$ cat src/common/issue_consts.svh
/*
  Scheduler constants
  Queue depth, tag and opcode widths, issue widths and opcode decode bits
*/

`ifndef ISSUE_CONSTS_SVH
`define ISSUE_CONSTS_SVH

`define ISSUE_QUEUE_ENTRY_NUM 8
`define TAG_WIDTH 5
`define OPCODE_WIDTH 4

`define INT_ISSUE_WIDTH 1
`define MEM_ISSUE_WIDTH 1

// Opcode bit positions
`define OPCODE_MEM_BIT 3
`define OPCODE_IMM_BIT 2

`endif

$ cat src/common/BasicTypes.sv
/*
  BasicTypes
  Plain vector types shared by every block of the scheduler
*/

`include "issue_consts.svh"

package BasicTypes;

    // Physical register tag
    typedef logic [`TAG_WIDTH-1:0] TagPath;

    // Raw opcode as it comes from the front end
    typedef logic [`OPCODE_WIDTH-1:0] OpcodePath;

endpackage : BasicTypes

$ cat src/common/SchedulerTypes.sv
/*
  SchedulerTypes
  Pipe classes, issue queue entry layout and per-entry vectors
*/

`include "issue_consts.svh"

package SchedulerTypes;

    typedef enum logic {
        PIPE_INT = 1'b0,
        PIPE_MEM = 1'b1
    } PipeClass;

    // One bit per queue entry
    typedef logic [`ISSUE_QUEUE_ENTRY_NUM-1:0] IssueQueueOneHotPath;
    typedef logic [$clog2(`ISSUE_QUEUE_ENTRY_NUM)-1:0] IssueQueueIndexPath;

    typedef struct packed {
        BasicTypes::OpcodePath opcode;
        PipeClass pipe;
        BasicTypes::TagPath dest;
        BasicTypes::TagPath src1;
        BasicTypes::TagPath src2;
        logic src2Used;     // Cleared for immediate forms
        logic src1Ready;
        logic src2Ready;
    } SchedulerEntry;

endpackage : SchedulerTypes

$ cat src/common/WakeupSelectIF.sv
/*
  WakeupSelectIF
  Ready and request vectors from the issue queue, grants from the select
  logic and stall flags from the issue stage
*/

`include "issue_consts.svh"

interface WakeupSelectIF;

    SchedulerTypes::IssueQueueOneHotPath opReady;
    SchedulerTypes::IssueQueueOneHotPath intIssueReq;
    SchedulerTypes::IssueQueueOneHotPath memIssueReq;

    SchedulerTypes::IssueQueueOneHotPath intGrant;
    SchedulerTypes::IssueQueueOneHotPath memGrant;
    logic intSelected[`INT_ISSUE_WIDTH];
    logic memSelected[`MEM_ISSUE_WIDTH];
    SchedulerTypes::IssueQueueIndexPath intSelectedPtr[`INT_ISSUE_WIDTH];
    SchedulerTypes::IssueQueueIndexPath memSelectedPtr[`MEM_ISSUE_WIDTH];

    logic intStall;
    logic memStall;

    modport IssueQueue(
        output opReady, intIssueReq, memIssueReq,
        input intGrant, memGrant, intSelectedPtr, memSelectedPtr
    );

    modport SelectLogic(
        input opReady, intIssueReq, memIssueReq, intStall, memStall,
        output intGrant, memGrant, intSelected, memSelected, intSelectedPtr, memSelectedPtr
    );

    modport IssueStage(
        input intSelected, memSelected,
        output intStall, memStall
    );

endinterface : WakeupSelectIF

$ cat src/scheduler/Picker.sv
/*
  Picker
  Grants up to GRANT_NUM requests, lowest index first, with their indices
*/

module Picker #(
    parameter int ENTRY_NUM = 8,
    parameter int GRANT_NUM = 1
)(
    input logic [ENTRY_NUM-1:0] req,
    output logic [ENTRY_NUM-1:0] grant,
    output logic [$clog2(ENTRY_NUM)-1:0] grantPtr[GRANT_NUM],
    output logic granted[GRANT_NUM]
);

    localparam int PTR_WIDTH = $clog2(ENTRY_NUM);

    logic [ENTRY_NUM-1:0] remain;

    always_comb begin
        remain = req;
        grant = '0;
        for (int g = 0; g < GRANT_NUM; g++) begin
            granted[g] = 1'b0;
            grantPtr[g] = '0;
            for (int i = 0; i < ENTRY_NUM; i++) begin
                if (remain[i] && !granted[g]) begin
                    granted[g] = 1'b1;
                    grantPtr[g] = PTR_WIDTH'(i);
                    remain[i] = 1'b0;
                    grant[i] = 1'b1;
                end
            end
        end
    end

    always_comb begin
        assert ((grant & ~req) == '0)
            else $error("Picker granted an entry without a request");
    end

endmodule : Picker

$ cat src/scheduler/SelectLogic.sv
/*
  SelectLogic
  Per-class request masking and one picker per pipe
*/

`include "issue_consts.svh"

module SelectLogic(
    WakeupSelectIF.SelectLogic port
);

    SchedulerTypes::IssueQueueOneHotPath intRequest;
    SchedulerTypes::IssueQueueOneHotPath memRequest;
    SchedulerTypes::IssueQueueOneHotPath intGrant;
    SchedulerTypes::IssueQueueOneHotPath memGrant;
    logic intSelected[`INT_ISSUE_WIDTH];
    logic memSelected[`MEM_ISSUE_WIDTH];
    SchedulerTypes::IssueQueueIndexPath intSelectedPtr[`INT_ISSUE_WIDTH];
    SchedulerTypes::IssueQueueIndexPath memSelectedPtr[`MEM_ISSUE_WIDTH];

    // A stalled pipe gets no requests at all
    always_comb begin
        intRequest = port.opReady & port.intIssueReq &
                     {`ISSUE_QUEUE_ENTRY_NUM{!port.intStall}};
        memRequest = port.opReady & port.memIssueReq &
                     {`ISSUE_QUEUE_ENTRY_NUM{!port.memStall}};
    end

    Picker #(
        .ENTRY_NUM(`ISSUE_QUEUE_ENTRY_NUM),
        .GRANT_NUM(`INT_ISSUE_WIDTH)
    ) intPicker (
        .req(intRequest),
        .grant(intGrant),
        .grantPtr(intSelectedPtr),
        .granted(intSelected)
    );

    Picker #(
        .ENTRY_NUM(`ISSUE_QUEUE_ENTRY_NUM),
        .GRANT_NUM(`MEM_ISSUE_WIDTH)
    ) memPicker (
        .req(memRequest),
        .grant(memGrant),
        .grantPtr(memSelectedPtr),
        .granted(memSelected)
    );

    always_comb begin
        port.intGrant = intGrant;
        port.memGrant = memGrant;
        port.intSelected = intSelected;
        port.memSelected = memSelected;
        port.intSelectedPtr = intSelectedPtr;
        port.memSelectedPtr = memSelectedPtr;
    end

    always_comb begin
        assert ($onehot0(intGrant) && $onehot0(memGrant))
            else $error("Select grant is not one-hot");
    end

endmodule : SelectLogic

$ cat src/scheduler/IssueQueue.sv
/*
  IssueQueue
  Eight scheduler entries with lowest-free allocation, tag wakeup,
  request generation and release on issue
*/

`include "issue_consts.svh"

module IssueQueue(
    input logic clk,
    input logic rstN,
    input logic allocate,
    input SchedulerTypes::SchedulerEntry allocEntry,
    output logic queueFull,
    input logic intWakeupValid,
    input logic memWakeupValid,
    input BasicTypes::TagPath intWakeupTag,
    input BasicTypes::TagPath memWakeupTag,
    WakeupSelectIF.IssueQueue sel,
    input logic intRelease,
    input logic memRelease,
    output SchedulerTypes::SchedulerEntry intEntry,
    output SchedulerTypes::SchedulerEntry memEntry
);

    SchedulerTypes::SchedulerEntry entries[`ISSUE_QUEUE_ENTRY_NUM];
    SchedulerTypes::IssueQueueOneHotPath entryValid;
    SchedulerTypes::IssueQueueOneHotPath allocOneHot;
    SchedulerTypes::IssueQueueOneHotPath releaseOneHot;
    SchedulerTypes::IssueQueueOneHotPath src1Hit;
    SchedulerTypes::IssueQueueOneHotPath src2Hit;

    always_comb begin
        // Lowest clear bit of the valid vector
        allocOneHot = ~entryValid & (entryValid + 1'b1);
        queueFull = &entryValid;

        releaseOneHot = (sel.intGrant & {`ISSUE_QUEUE_ENTRY_NUM{intRelease}}) |
                        (sel.memGrant & {`ISSUE_QUEUE_ENTRY_NUM{memRelease}});

        for (int i = 0; i < `ISSUE_QUEUE_ENTRY_NUM; i++) begin
            src1Hit[i] = (intWakeupValid && entries[i].src1 == intWakeupTag) ||
                         (memWakeupValid && entries[i].src1 == memWakeupTag);
            src2Hit[i] = entries[i].src2Used &&
                         ((intWakeupValid && entries[i].src2 == intWakeupTag) ||
                          (memWakeupValid && entries[i].src2 == memWakeupTag));

            sel.opReady[i] = entryValid[i] && entries[i].src1Ready && entries[i].src2Ready;
            sel.intIssueReq[i] = entryValid[i] && entries[i].pipe == SchedulerTypes::PIPE_INT;
            sel.memIssueReq[i] = entryValid[i] && entries[i].pipe == SchedulerTypes::PIPE_MEM;
        end

        // Read ports for the issue stage
        intEntry = entries[sel.intSelectedPtr[0]];
        memEntry = entries[sel.memSelectedPtr[0]];
    end

    always_ff @(posedge clk) begin
        if (!rstN) begin
            entryValid <= '0;
        end else begin
            entryValid <= (entryValid & ~releaseOneHot) |
                          (allocOneHot & {`ISSUE_QUEUE_ENTRY_NUM{allocate}});
        end
    end

    always_ff @(posedge clk) begin
        for (int i = 0; i < `ISSUE_QUEUE_ENTRY_NUM; i++) begin
            if (allocate && allocOneHot[i]) begin
                entries[i] <= allocEntry;
            end else begin
                if (src1Hit[i]) begin
                    entries[i].src1Ready <= 1'b1;
                end
                if (src2Hit[i]) begin
                    entries[i].src2Ready <= 1'b1;
                end
            end
        end
    end

    assert property (@(posedge clk) disable iff (!rstN) (releaseOneHot & ~entryValid) == '0)
        else $error("Issue stage released an invalid queue entry");

endmodule : IssueQueue

$ cat src/design/DispatchDecoder.sv
/*
  DispatchDecoder
  Accepts one operation per cycle and builds its issue queue entry
*/

`include "issue_consts.svh"

module DispatchDecoder(
    input logic clk,
    input logic rstN,
    input logic dispatchValid,
    input BasicTypes::OpcodePath dispatchOpcode,
    input BasicTypes::TagPath dispatchDest,
    input BasicTypes::TagPath dispatchSrc1,
    input BasicTypes::TagPath dispatchSrc2,
    input logic dispatchSrc1Ready,
    input logic dispatchSrc2Ready,
    output logic dispatchReady,
    input logic queueFull,
    input logic intWakeupValid,
    input BasicTypes::TagPath intWakeupTag,
    input logic memWakeupValid,
    input BasicTypes::TagPath memWakeupTag,
    output logic allocate,
    output SchedulerTypes::SchedulerEntry allocEntry
);

    logic isImm;
    logic src1Bypass;
    logic src2Bypass;

    always_comb begin
        dispatchReady = !queueFull;
        allocate = dispatchValid && !queueFull;
        isImm = dispatchOpcode[`OPCODE_IMM_BIT];

        // A producer leaving on this edge is not seen by the queue entry
        src1Bypass = (intWakeupValid && intWakeupTag == dispatchSrc1) ||
                     (memWakeupValid && memWakeupTag == dispatchSrc1);
        src2Bypass = (intWakeupValid && intWakeupTag == dispatchSrc2) ||
                     (memWakeupValid && memWakeupTag == dispatchSrc2);

        allocEntry.opcode = dispatchOpcode;
        allocEntry.pipe = dispatchOpcode[`OPCODE_MEM_BIT] ?
            SchedulerTypes::PIPE_MEM : SchedulerTypes::PIPE_INT;
        allocEntry.dest = dispatchDest;
        allocEntry.src1 = dispatchSrc1;
        allocEntry.src2 = dispatchSrc2;
        allocEntry.src2Used = !isImm;
        allocEntry.src1Ready = dispatchSrc1Ready || src1Bypass;
        allocEntry.src2Ready = isImm || dispatchSrc2Ready || src2Bypass;
    end

    // The queue only becomes full through an allocation from this port
    assert property (@(posedge clk) disable iff (!rstN) $rose(queueFull) |-> $past(allocate))
        else $error("Issue queue became full without an allocation");

endmodule : DispatchDecoder

$ cat src/design/IssueStage.sv
/*
  IssueStage
  One issue register per pipe with valid/ready output and tag broadcast
  on every output transfer
*/

module IssueStage(
    input logic clk,
    input logic rstN,
    WakeupSelectIF.IssueStage sel,
    input SchedulerTypes::SchedulerEntry intEntry,
    input SchedulerTypes::SchedulerEntry memEntry,
    output logic intRelease,
    output logic memRelease,
    output logic intIssueValid,
    input logic intIssueReady,
    output BasicTypes::OpcodePath intIssueOpcode,
    output BasicTypes::TagPath intIssueDest,
    output logic memIssueValid,
    input logic memIssueReady,
    output BasicTypes::OpcodePath memIssueOpcode,
    output BasicTypes::TagPath memIssueDest,
    output logic intWakeupValid,
    output BasicTypes::TagPath intWakeupTag,
    output logic memWakeupValid,
    output BasicTypes::TagPath memWakeupTag
);

    // Slot 0 is the integer pipe, slot 1 the memory pipe
    logic [1:0] regValid;
    BasicTypes::OpcodePath regOpcode[2];
    BasicTypes::TagPath regDest[2];
    SchedulerTypes::SchedulerEntry inEntry[2];
    logic [1:0] outReady;
    logic [1:0] stall;
    logic [1:0] load;
    logic [1:0] transfer;

    always_comb begin
        inEntry[0] = intEntry;
        inEntry[1] = memEntry;
        outReady = {memIssueReady, intIssueReady};
        transfer = regValid & outReady;
        stall = regValid & ~outReady;
        // Select logic gives no grant to a stalled pipe
        load[0] = sel.intSelected[0];
        load[1] = sel.memSelected[0];
    end

    always_comb begin
        sel.intStall = stall[0];
        sel.memStall = stall[1];
        intRelease = load[0];
        memRelease = load[1];

        intIssueValid = regValid[0];
        intIssueOpcode = regOpcode[0];
        intIssueDest = regDest[0];
        memIssueValid = regValid[1];
        memIssueOpcode = regOpcode[1];
        memIssueDest = regDest[1];

        intWakeupValid = transfer[0];
        intWakeupTag = regDest[0];
        memWakeupValid = transfer[1];
        memWakeupTag = regDest[1];
    end

    always_ff @(posedge clk) begin
        if (!rstN) begin
            regValid <= '0;
        end else begin
            regValid <= load | (regValid & ~transfer);
        end
    end

    always_ff @(posedge clk) begin
        for (int c = 0; c < 2; c++) begin
            if (load[c]) begin
                regOpcode[c] <= inEntry[c].opcode;
                regDest[c] <= inEntry[c].dest;
            end
        end
    end

    for (genvar c = 0; c < 2; c++) begin : gHoldCheck
        assert property (@(posedge clk) disable iff (!rstN)
            regValid[c] && !outReady[c] |=>
                regValid[c] && $stable(regOpcode[c]) && $stable(regDest[c]))
            else $error("Issue payload changed under back-pressure");
    end

endmodule : IssueStage

$ cat src/design/SchedulerTop.sv
/*
  SchedulerTop
  Dispatch decoder, issue queue, select logic and issue stage
*/

module SchedulerTop(
    input logic clk,
    input logic rstN,
    input logic dispatchValid,
    input BasicTypes::OpcodePath dispatchOpcode,
    input BasicTypes::TagPath dispatchDest,
    input BasicTypes::TagPath dispatchSrc1,
    input BasicTypes::TagPath dispatchSrc2,
    input logic dispatchSrc1Ready,
    input logic dispatchSrc2Ready,
    output logic dispatchReady,
    output logic intIssueValid,
    input logic intIssueReady,
    output BasicTypes::OpcodePath intIssueOpcode,
    output BasicTypes::TagPath intIssueDest,
    output logic memIssueValid,
    input logic memIssueReady,
    output BasicTypes::OpcodePath memIssueOpcode,
    output BasicTypes::TagPath memIssueDest
);

    logic queueFull;
    logic allocate;
    SchedulerTypes::SchedulerEntry allocEntry;
    SchedulerTypes::SchedulerEntry intEntry;
    SchedulerTypes::SchedulerEntry memEntry;
    logic intRelease;
    logic memRelease;
    logic intWakeupValid;
    logic memWakeupValid;
    BasicTypes::TagPath intWakeupTag;
    BasicTypes::TagPath memWakeupTag;

    WakeupSelectIF wsIf();

    DispatchDecoder decoder (
        .clk(clk),
        .rstN(rstN),
        .dispatchValid(dispatchValid),
        .dispatchOpcode(dispatchOpcode),
        .dispatchDest(dispatchDest),
        .dispatchSrc1(dispatchSrc1),
        .dispatchSrc2(dispatchSrc2),
        .dispatchSrc1Ready(dispatchSrc1Ready),
        .dispatchSrc2Ready(dispatchSrc2Ready),
        .dispatchReady(dispatchReady),
        .queueFull(queueFull),
        .intWakeupValid(intWakeupValid),
        .intWakeupTag(intWakeupTag),
        .memWakeupValid(memWakeupValid),
        .memWakeupTag(memWakeupTag),
        .allocate(allocate),
        .allocEntry(allocEntry)
    );

    IssueQueue issueQueue (
        .clk(clk),
        .rstN(rstN),
        .allocate(allocate),
        .allocEntry(allocEntry),
        .queueFull(queueFull),
        .intWakeupValid(intWakeupValid),
        .memWakeupValid(memWakeupValid),
        .intWakeupTag(intWakeupTag),
        .memWakeupTag(memWakeupTag),
        .sel(wsIf.IssueQueue),
        .intRelease(intRelease),
        .memRelease(memRelease),
        .intEntry(intEntry),
        .memEntry(memEntry)
    );

    SelectLogic selectLogic (
        .port(wsIf.SelectLogic)
    );

    IssueStage issueStage (
        .clk(clk),
        .rstN(rstN),
        .sel(wsIf.IssueStage),
        .intEntry(intEntry),
        .memEntry(memEntry),
        .intRelease(intRelease),
        .memRelease(memRelease),
        .intIssueValid(intIssueValid),
        .intIssueReady(intIssueReady),
        .intIssueOpcode(intIssueOpcode),
        .intIssueDest(intIssueDest),
        .memIssueValid(memIssueValid),
        .memIssueReady(memIssueReady),
        .memIssueOpcode(memIssueOpcode),
        .memIssueDest(memIssueDest),
        .intWakeupValid(intWakeupValid),
        .intWakeupTag(intWakeupTag),
        .memWakeupValid(memWakeupValid),
        .memWakeupTag(memWakeupTag)
    );

endmodule : SchedulerTop

$ cat config.mk
export PLATFORM = sky130hd
export DESIGN_NAME = SchedulerTop
export DESIGN_NICKNAME = d
export VERILOG_FILES = /design/src/common/BasicTypes.sv /design/src/common/SchedulerTypes.sv /design/src/common/WakeupSelectIF.sv /design/src/scheduler/Picker.sv /design/src/scheduler/SelectLogic.sv /design/src/scheduler/IssueQueue.sv /design/src/design/DispatchDecoder.sv /design/src/design/IssueStage.sv /design/src/design/SchedulerTop.sv
export VERILOG_INCLUDE_DIRS = /design/src /design/src/common
export SDC_FILE = /design/constraint.sdc
export NUM_CORES = 1
export LEC_CHECK = 0
export ABC_AREA = 1
export BUFFER_PORTS_ARGS = -buffer_cell sky130_fd_sc_hd__buf_2
export CAP_MARGIN = 5
export CORE_MARGIN = 2
export CORE_UTILIZATION = 50
export CTS_CLUSTER_DIAMETER = 100
export DETAILED_ROUTE_END_ITERATION = 8
export GPL_ROUTABILITY_DRIVEN = 0
export PLACE_DENSITY_LB_ADDON = 0.12
export SYNTH_ARGS = -nofsm -noshare
export SYNTH_HDL_FRONTEND = slang
export SYNTH_HIERARCHICAL = 1
export SYNTH_SLANG_ARGS = --single-unit
$ cat constraint.sdc
create_clock -name clk -period 7.75 [get_ports clk]
set_input_delay 0.3875 -clock clk [delete_from_list [all_inputs] [get_ports clk]]
set_output_delay 0.3875 -clock clk [all_outputs]
set_load 0.005 [all_outputs]
### Yosys cells after proc, flatten, opt, wreduce, memory -nomap -nowiden

Memory sizes are Yosys's and may differ from the RTL's.
Index checks and enable logic that the tools add are counted.

* bits in registers: 10
* bits in latches: 0
* bits in writable memories: 202
* ROM bits: 0
* bits of input ports: 26
* output and inout bits: 21
* word-level logic and storage cells: 353
* memories kept: 3

Memories
* issueQueue.entries: words 8, width 23, read ports 10, clocked after Yosys merged registers in 0, wr ports 8, RTL line IssueQueue.sv:26 `` SchedulerTypes::SchedulerEntry entries[`ISSUE_QUEUE_ENTRY_NUM]; ``
* issueStage.regDest: words 2, width 5, read ports 2, clocked after Yosys merged registers in 0, wr ports 2, RTL line IssueStage.sv:32 `BasicTypes::TagPath regDest[2];`
* issueStage.regOpcode: words 2, width 4, read ports 2, clocked after Yosys merged registers in 0, wr ports 2, RTL line IssueStage.sv:31 `BasicTypes::OpcodePath regOpcode[2];`

* add/sub/neg operators: 1
* multiply operators: 0
* divide/modulo/power cells: 0
* $lt $le $gt $ge: 0
* equal/unequal tests: 36
* shifts and indexed selects: 0
* muxes and demuxes: 129
* bitwise operators: 43
* reductions and logical operators: 139

Operators by type and width (number)
* $eq 5x5->1: 36
* $mux 1: 117
* $logic_and 1x1->1: 99
* $and 8x8->8: 9
* $mux 3: 12
* $logic_or 1x1->1: 21
* $logic_not 1->1: 18
* $not 8->8: 2
* $or 1x1->1: 16
* $or 8x8->8: 2
* $add 8x1->8 const B: 1
* $not 1->1: 8
* $reduce_and 8->1: 1
* $and 2x2->2: 3
* $not 2->2: 2
* $or 2x2->2: 1

### Longest topological paths before layout

Gate-level depths: netlist of run 1.
An unclocked memory read counts as a cell.

* depth in word-level cells: 32
* mapped depth: 18

### Modules after synthesis

The synthesis of run 1 kept the hierarchy.

By module, submodules not included
* IssueQueue: times used 1, cells each 1670, area an instance 12249.2 um2, sequential area each 5665.4 um2
* IssueStage: times used 1, cells each 47, area an instance 729.4 um2, sequential area each 580.6 um2
* DispatchDecoder: times used 1, cells each 122, area an instance 545.5 um2, sequential area each 0.0 um2
* Picker: times used 2, cells each 32, area an instance 165.2 um2, sequential area each 0.0 um2
* SelectLogic: times used 1, cells each 34, area an instance 142.6 um2, sequential area each 0.0 um2

### Worst setup path before layout of run 1

Ideal clock, no wire load.

* path kind: reg-to-reg
* start point: register issueQueue.entryValid[1]
* end point: memory issueQueue/entries[0][1] (netlist bit), enable pin
* setup time: 299 ps
* arrival: 2448 ps
* required time: 7451 ps
* setup slack: 5003 ps
* cell stages (with the launch flop): 10
* cell sequence: dfxtp_1 > nand2_2 > nor2_4 > nand2_2 > nor4_1 > nor2_1 > inv_2 > nor2_1 > inv_1 > nand3_1

RTL lines
* from (decl): RTL line IssueQueue.sv:27 `SchedulerTypes::IssueQueueOneHotPath entryValid;`
* from (signal assigned): RTL line IssueQueue.sv:62 `entryValid <= (entryValid & ~releaseOneHot) |`
* to (decl): RTL line IssueQueue.sv:26

==> results of run 1 <==
==> state kept, by name, summed over array words and instances, names as in the netlist <==
register and flops:
issueStage/regValid 2, issueQueue/entries 184, issueStage/regDest 10, issueStage/regOpcode 8
issueQueue/entryValid 8
==> where the power goes <==
part / switching (mW) / internal (mW) / total [mW]
registers: 0.00902 / 1.27 / 1.28
clock network: 0.457 / 0.692 / 1.15
logic: 0.0687 / 0.0254 / 0.0941
==> worst register-to-register path, cell delays in order (launching register included) <==
cell     delay [ns]
dfxtp_1        0.45
inv_1          0.09
nor3_1         0.22
nand2_1        0.12
nor2_1         0.27
nor2_4         0.09
nand3_2        0.09
nor2_2         0.04
o21ai_1        0.10
nand2_1        0.74
a21oi_1        0.38
o21ai_0        0.12
o21ai_1        0.11
nand2_1        0.07
nand2_1        0.08
==> layer usage <==
| metal | routed length (µm) | GRT usage (%) | share of wire [%] |
|---|---|---|---|
| met4 | 1020 | 8.08 | 2.9 |
| met2 | 16200 | 44.7 | 47 |
| met3 | 3060 | 3.38 | 8.8 |
| met1 | 14600 | 37.5 | 42 |
| met5 | 0 | 0 | 0 |
==> worst max-delay path by stage <==
stage,startpoint,cells after the start,endpoint
detailed placement,intIssueReady,14,issueStage/regOpcode[0][3]
CTS,issueQueue/entryValid[2],12,issueStage/regDest[0][5]
finish,issueQueue/entryValid[1],14,issueStage/regDest[0][7]
global placement,memIssueReady,14,issueStage/regOpcode[0][4]
floorplan,issueQueue/entryValid[1],9,issueQueue/entries[0][1]
global route,issueQueue/entryValid[0],14,issueStage/regOpcode[0][5]
==> area by class of cell <==
type	instances	area (µm²)	area share (%)
Clock inverter	13	138	1.05
Inverter	187	704	5.37
Timing Repair Buffer	64	365	2.79
Tap cell	324	405	3.09
Sequential cell	212	6250	47.6
Clock buffer	33	656	5.00
Multi-Input combinational cell	1074	4600	35.1
==> stage by stage <==
step / instance area, µm² / setup slack, ns
after floorplan: 12300 / 5.00
after global placement: 12300 / 4.76
after detailed placement: 12300 / 4.72
after CTS: 13100 / 4.73
after global routing: 13100 / 4.37
final: 13100 / 4.67
==> results.sh, run 1 <==
export IMPL_rsz0062_at_grt="no"
export IMPL_clk_path_buf_depth=3
export IMPL_max_freq_mhz=325
export IMPL_htreeDepth=1
export IMPL_layout_common_cells="nand2_1, nor2_1, edfxtp_1"
export IMPL_max_cap_violations=0
export IMPL_first_global_vias=9359
export IMPL_dieWidth_um=161
export IMPL_drive_above_1_share_pct=8.78
export IMPL_syn_area_mm2=0.0123
export IMPL_fin_crit_sh_pct=39.7
export IMPL_dp_hpwl_um=21400
export IMPL_hold_viol_final=0
export IMPL_end_kind="register"
export IMPL_syn_area_per_cell_um2=7.71
export IMPL_portBuffers=46
export IMPL_status="finished clean"
export IMPL_layout_commonest_cell="nand2_1"
export IMPL_area_delta_synth_final_pct=6.75
export IMPL_yosys_warnings=6
export IMPL_grtUsageTotal_pct=27.0
export IMPL_clk_pin_slew_worst_paths_ns=0.05
export IMPL_critPathArrivalTime_ns=3.48
export IMPL_fp_dieArea_mm2=0.0258
export IMPL_grt_pass1_wl_um=53400
export IMPL_holdWs_ns=0.120
export IMPL_path_cells="inv_1 > nor3_1 > nand2_1 > nor2_1 > nor2_4 > nand3_2 > nor2_2 > o21ai_1 > nand2_1 > a21oi_1 > o21ai_0 > o21ai_1 > nand2_1 > nand2_1"
export IMPL_critPathMostFrequentCell="nand2_1"
export IMPL_post_cts_buffers=0
export IMPL_cts_tree="built"
export IMPL_dieHeight_um=161
export IMPL_layout_cells_non_filler=1907
export IMPL_p_leak_nw=5.85
export IMPL_firstDrtPassIters=7
export IMPL_finalNetCount=1590
export IMPL_slew_headroom_pct=16.1
export IMPL_cts_root_buf="clkbuf_16"
export IMPL_rr_startpoint="issueQueue/entryValid[1]"
export IMPL_avgRoutedWirePerCell_um=18.3
export IMPL_critPathBufInv=1
export IMPL_antennaDiodeCount=0
export IMPL_ios=47
export IMPL_crit_family="simple AND/OR/NAND/NOR gates"
export IMPL_tightest_slew_ns=1.26
export IMPL_worstHoldStart="dispatchDest[2]"
export IMPL_antenna_found_initial=0
export IMPL_critical_path_required_ns=8.15
export IMPL_hold_depth=1
export IMPL_finalSetupTns_ns=0
export IMPL_synth_cells=1594
export IMPL_power_mw=2.52
export IMPL_fin_skew_ns=0.0323
export IMPL_vias_per_cell=5.35
export IMPL_worstSetupPathType="register to register"
export IMPL_worst_path_largest_cell_delay_ns=0.74
export IMPL_fin_util_pct=54.1
export IMPL_fp_coreArea_mm2=0.0242
export IMPL_grt_max_degree=56
export IMPL_cpMaxStageDelayCell="nand2_1"
export IMPL_drc=0
export IMPL_hold_end="issueQueue/entries[1][15]"
export IMPL_power_density_mw_per_mm2=192
export IMPL_vias=10200
export IMPL_critPathMaxFanout=36
export IMPL_overflow=0
export IMPL_initial_core_util_pct=50.7
export IMPL_nFillCells=2316
export IMPL_post_cts_resized=0
export IMPL_setup_viol=0
export IMPL_hp_class="primary input to register"
export IMPL_cts_made_buffers=25
export IMPL_first_iter_violations=878
export IMPL_dp_cells=1861
export IMPL_postRouteAntennaNets=0
export IMPL_startpoint_type="register"
export IMPL_drt_total_wl_um=34900
export IMPL_core_rowCount=57
export IMPL_hold_buffers=0
export IMPL_synth_net_count=1620
export IMPL_r2r_end="issueStage/regDest[0][7]"
export IMPL_insertion_delay_ns=0.54
export IMPL_reg2reg_slack_ns=4.67
export IMPL_reg2reg_depth=14
export IMPL_cts_num_sinks=212
export IMPL_fin_crit_ns=3.08
export IMPL_peakVddDrop_mv=0.160
export IMPL_slew_violations=0
(Power assumes the default switching activity.)
==> run 2, diff against run 1 <==
- ABC_AREA: 1 -> 0
- clock period: 7.75 -> 2.55 ns (I/O delays scaled with it)
==> run 2 against run 1 <==
  * The flow now finishes with violations (negative setup slack)
  * Critical path depth fell by 6
  * Setup slack got worse by 4.9 ns
  * Clock-buffer cell count fell by 4
  * Sequential power grew to 3.0 times the previous value
  * Final cell count fell by 37%
  * Global-route usage decreased by 3.0 points
  * Register-to-register slack got worse by 4.9 ns
  * Worst hold slack worse by 0.077 ns
  * Largest cell class unchanged
  * Largest power group unchanged
==> results.sh, run 2 <==
export IMPL_seqPwrFrac_pct=51.6
export IMPL_max_cap_violations=0
export IMPL_end_kind="register"
export IMPL_reg2reg_depth=8
export IMPL_portBuffers=46
export IMPL_syn_area_mm2=0.0111
export IMPL_dp_cells=1116
export IMPL_vias=6821
export IMPL_syn_area_per_cell_um2=14.1
export IMPL_design_area_mm2=0.0131
export IMPL_core_rowCount=54
export IMPL_finalWorstSetupSlack_ns=-0.242
export IMPL_finalNetCount=924
export IMPL_grt_max_degree=20
export IMPL_internal_power_mw=5.99
export IMPL_peakVddDrop_mv=0.583
export IMPL_power_mw=7.55
export IMPL_fin_skew_ns=0.0273
export IMPL_htreeDepth=1
export IMPL_drc=0
export IMPL_vias_per_cell=5.70
export IMPL_cts_made_buffers=24
export IMPL_ios=47
export IMPL_rsz0062_at_grt="yes"
export IMPL_violations="negative setup slack"
export IMPL_top_regs="issueQueue/entries: 184 flops, issueStage/regDest: 10 flops"
export IMPL_initial_core_util_pct=50.9
export IMPL_grt_pass1_wl_um=42500
export IMPL_fp_coreArea_mm2=0.0218
export IMPL_tightest_slew_ns=0.564
export IMPL_power_density_mw_per_mm2=575
export IMPL_slew_violations=0
export IMPL_cp_endpoint="issueStage/regOpcode[0][7]"
export IMPL_fp_dieArea_mm2=0.0234
export IMPL_p_leak_nw=4.51
export IMPL_place_area_mm2=0.0119
export IMPL_hold_viol_final=0
export IMPL_cts_tree="built"
export IMPL_layout_commonest_cell="edfxtp_1"
export IMPL_overflow=0
export IMPL_power_switching_mw=1.56
export IMPL_fin_crit_ns=2.79
export IMPL_cp_startpoint="issueStage/regValid[1]"
export IMPL_drt_total_wl_um=27700
export IMPL_cts_num_sinks=212
export IMPL_rr_startpoint="issueStage/regValid[1]"
export IMPL_fin_util_pct=60.2
export IMPL_startpoint_type="register"
export IMPL_firstDrtPassIters=5
export IMPL_layout_cells_non_filler=1196
export IMPL_synth_cells=785
export IMPL_yosys_warnings=6
export IMPL_antennaDiodeCount=0
export IMPL_max_freq_mhz=358
export IMPL_postRouteAntennaNets=0
export IMPL_pre_cts_ws_ns=-0.305
export IMPL_critPathArrivalTime_ns=3.04
export IMPL_layout_common_cells="edfxtp_1, xnor2_1, buf_4"
export IMPL_avgRoutedWirePerCell_um=23.2
export IMPL_fin_crit_sh_pct=109
export IMPL_hp_class="primary input to register"
export IMPL_antenna_found_initial=1
export IMPL_critPathMaxFanout=6
export IMPL_power_frac_clock_pct=44.3
export IMPL_reg2reg_slack_ns=-0.24
export IMPL_dieWidth_um=153
export IMPL_setup_viol=18
export IMPL_cts_root_buf="clkbuf_16"
export IMPL_clk_pin_slew_worst_paths_ns=0.06
export IMPL_top_register="issueQueue/entries"
export IMPL_area_delta_synth_final_pct=18.3
export IMPL_finalSetupTns_ns=-3.01
export IMPL_worstSetupPathType="register to register"
export IMPL_largest_register_ffs=184
export IMPL_synth_net_count=811
export IMPL_clk_path_buf_depth=3
export IMPL_r2r_end="issueStage/regOpcode[0][7]"
export IMPL_critical_path_required_ns=2.80
export IMPL_first_iter_violations=455
export IMPL_first_global_vias=7280
export IMPL_status="finished, violations left"
export IMPL_dieHeight_um=153
export IMPL_power_frac_comb_pct=4.1
export IMPL_grtUsageTotal_pct=24.0
export IMPL_holdWs_ns=0.0427
export IMPL_dp_hpwl_um=18100
export IMPL_switching_share_pct=20.7
export IMPL_drive_above_1_share_pct=29.6
export IMPL_insertion_delay_ns=0.53
export IMPL_slew_headroom_pct=62.4
==> run 2: worst max-delay path: stages (launching register included) <==
cell,delay (ns)
dfxtp_2,0.32
nor2b_4,0.20
and3b_2,0.25
nor4_4,0.29
and4b_1,0.29
a21o_4,0.14
buf_12,0.13
mux4_4,0.63
mux2_2,0.29
==> run 2: what timing repair did <==
| item | CTS | global route |
|---|---|---|
| buffers inserted | 12 | 3 |
| resized for setup | 24 | 4 |
| endpoints found under the hold margin | 142 | 0 |
| pin swaps | 4 | 2 |
| hold buffers | 19 | 0 |
| endpoints found under the setup margin | 18 | 58 |
| gates cloned | 5 | 0 |
==> run 2: area by class of cell <==
class                           count  area (µm²)
Fill cell                        1701        8690
Sequential cell                   212        6250
Multi-Input combinational cell    481        4270
Timing Repair Buffer              165        1420
Clock buffer                       29         629
Tap cell                          280         350
Clock inverter                     15         155
Inverter                           14        52.6
==> run 2: worst min path at each step <==
stage                                  from                        end  slack, ns  cells past startpoint
after floorplan                        rstN     issueStage/regValid[0]       0.25                      1
after CTS                 dispatchOpcode[3]  issueQueue/entries[4][18]      0.007                      1
final                     dispatchOpcode[3]  issueQueue/entries[4][18]       0.04                      1
after detailed placement    dispatchDest[0]  issueQueue/entries[1][13]       0.41                      1
after global routing      dispatchOpcode[3]  issueQueue/entries[4][18]       0.03                      1
after global placement      dispatchDest[4]  issueQueue/entries[3][17]       0.38                      1
==> run 2: routing by layer <==
layer | vias to the layer above | global-route usage (%) | wire [µm]
li1 | 3091 | - | -
met1 | 3469 | 32.3 | 11700
met2 | 212 | 41.2 | 13700
met3 | 47 | 3.60 | 1610
met4 | 2 | 6.13 | 682
met5 | - | 0 | 13
==> run 2: power by group through the flow <==
stage                     registers (mW)  logic (mW)  clock network, mW
after global routing                3.90       0.338               3.55
final                               3.89       0.313               3.34
after floorplan                     3.96       0.189                  0
after global placement              3.96       0.273                  0
after detailed placement            3.96       0.281                  0
after CTS                           3.89       0.313               3.42
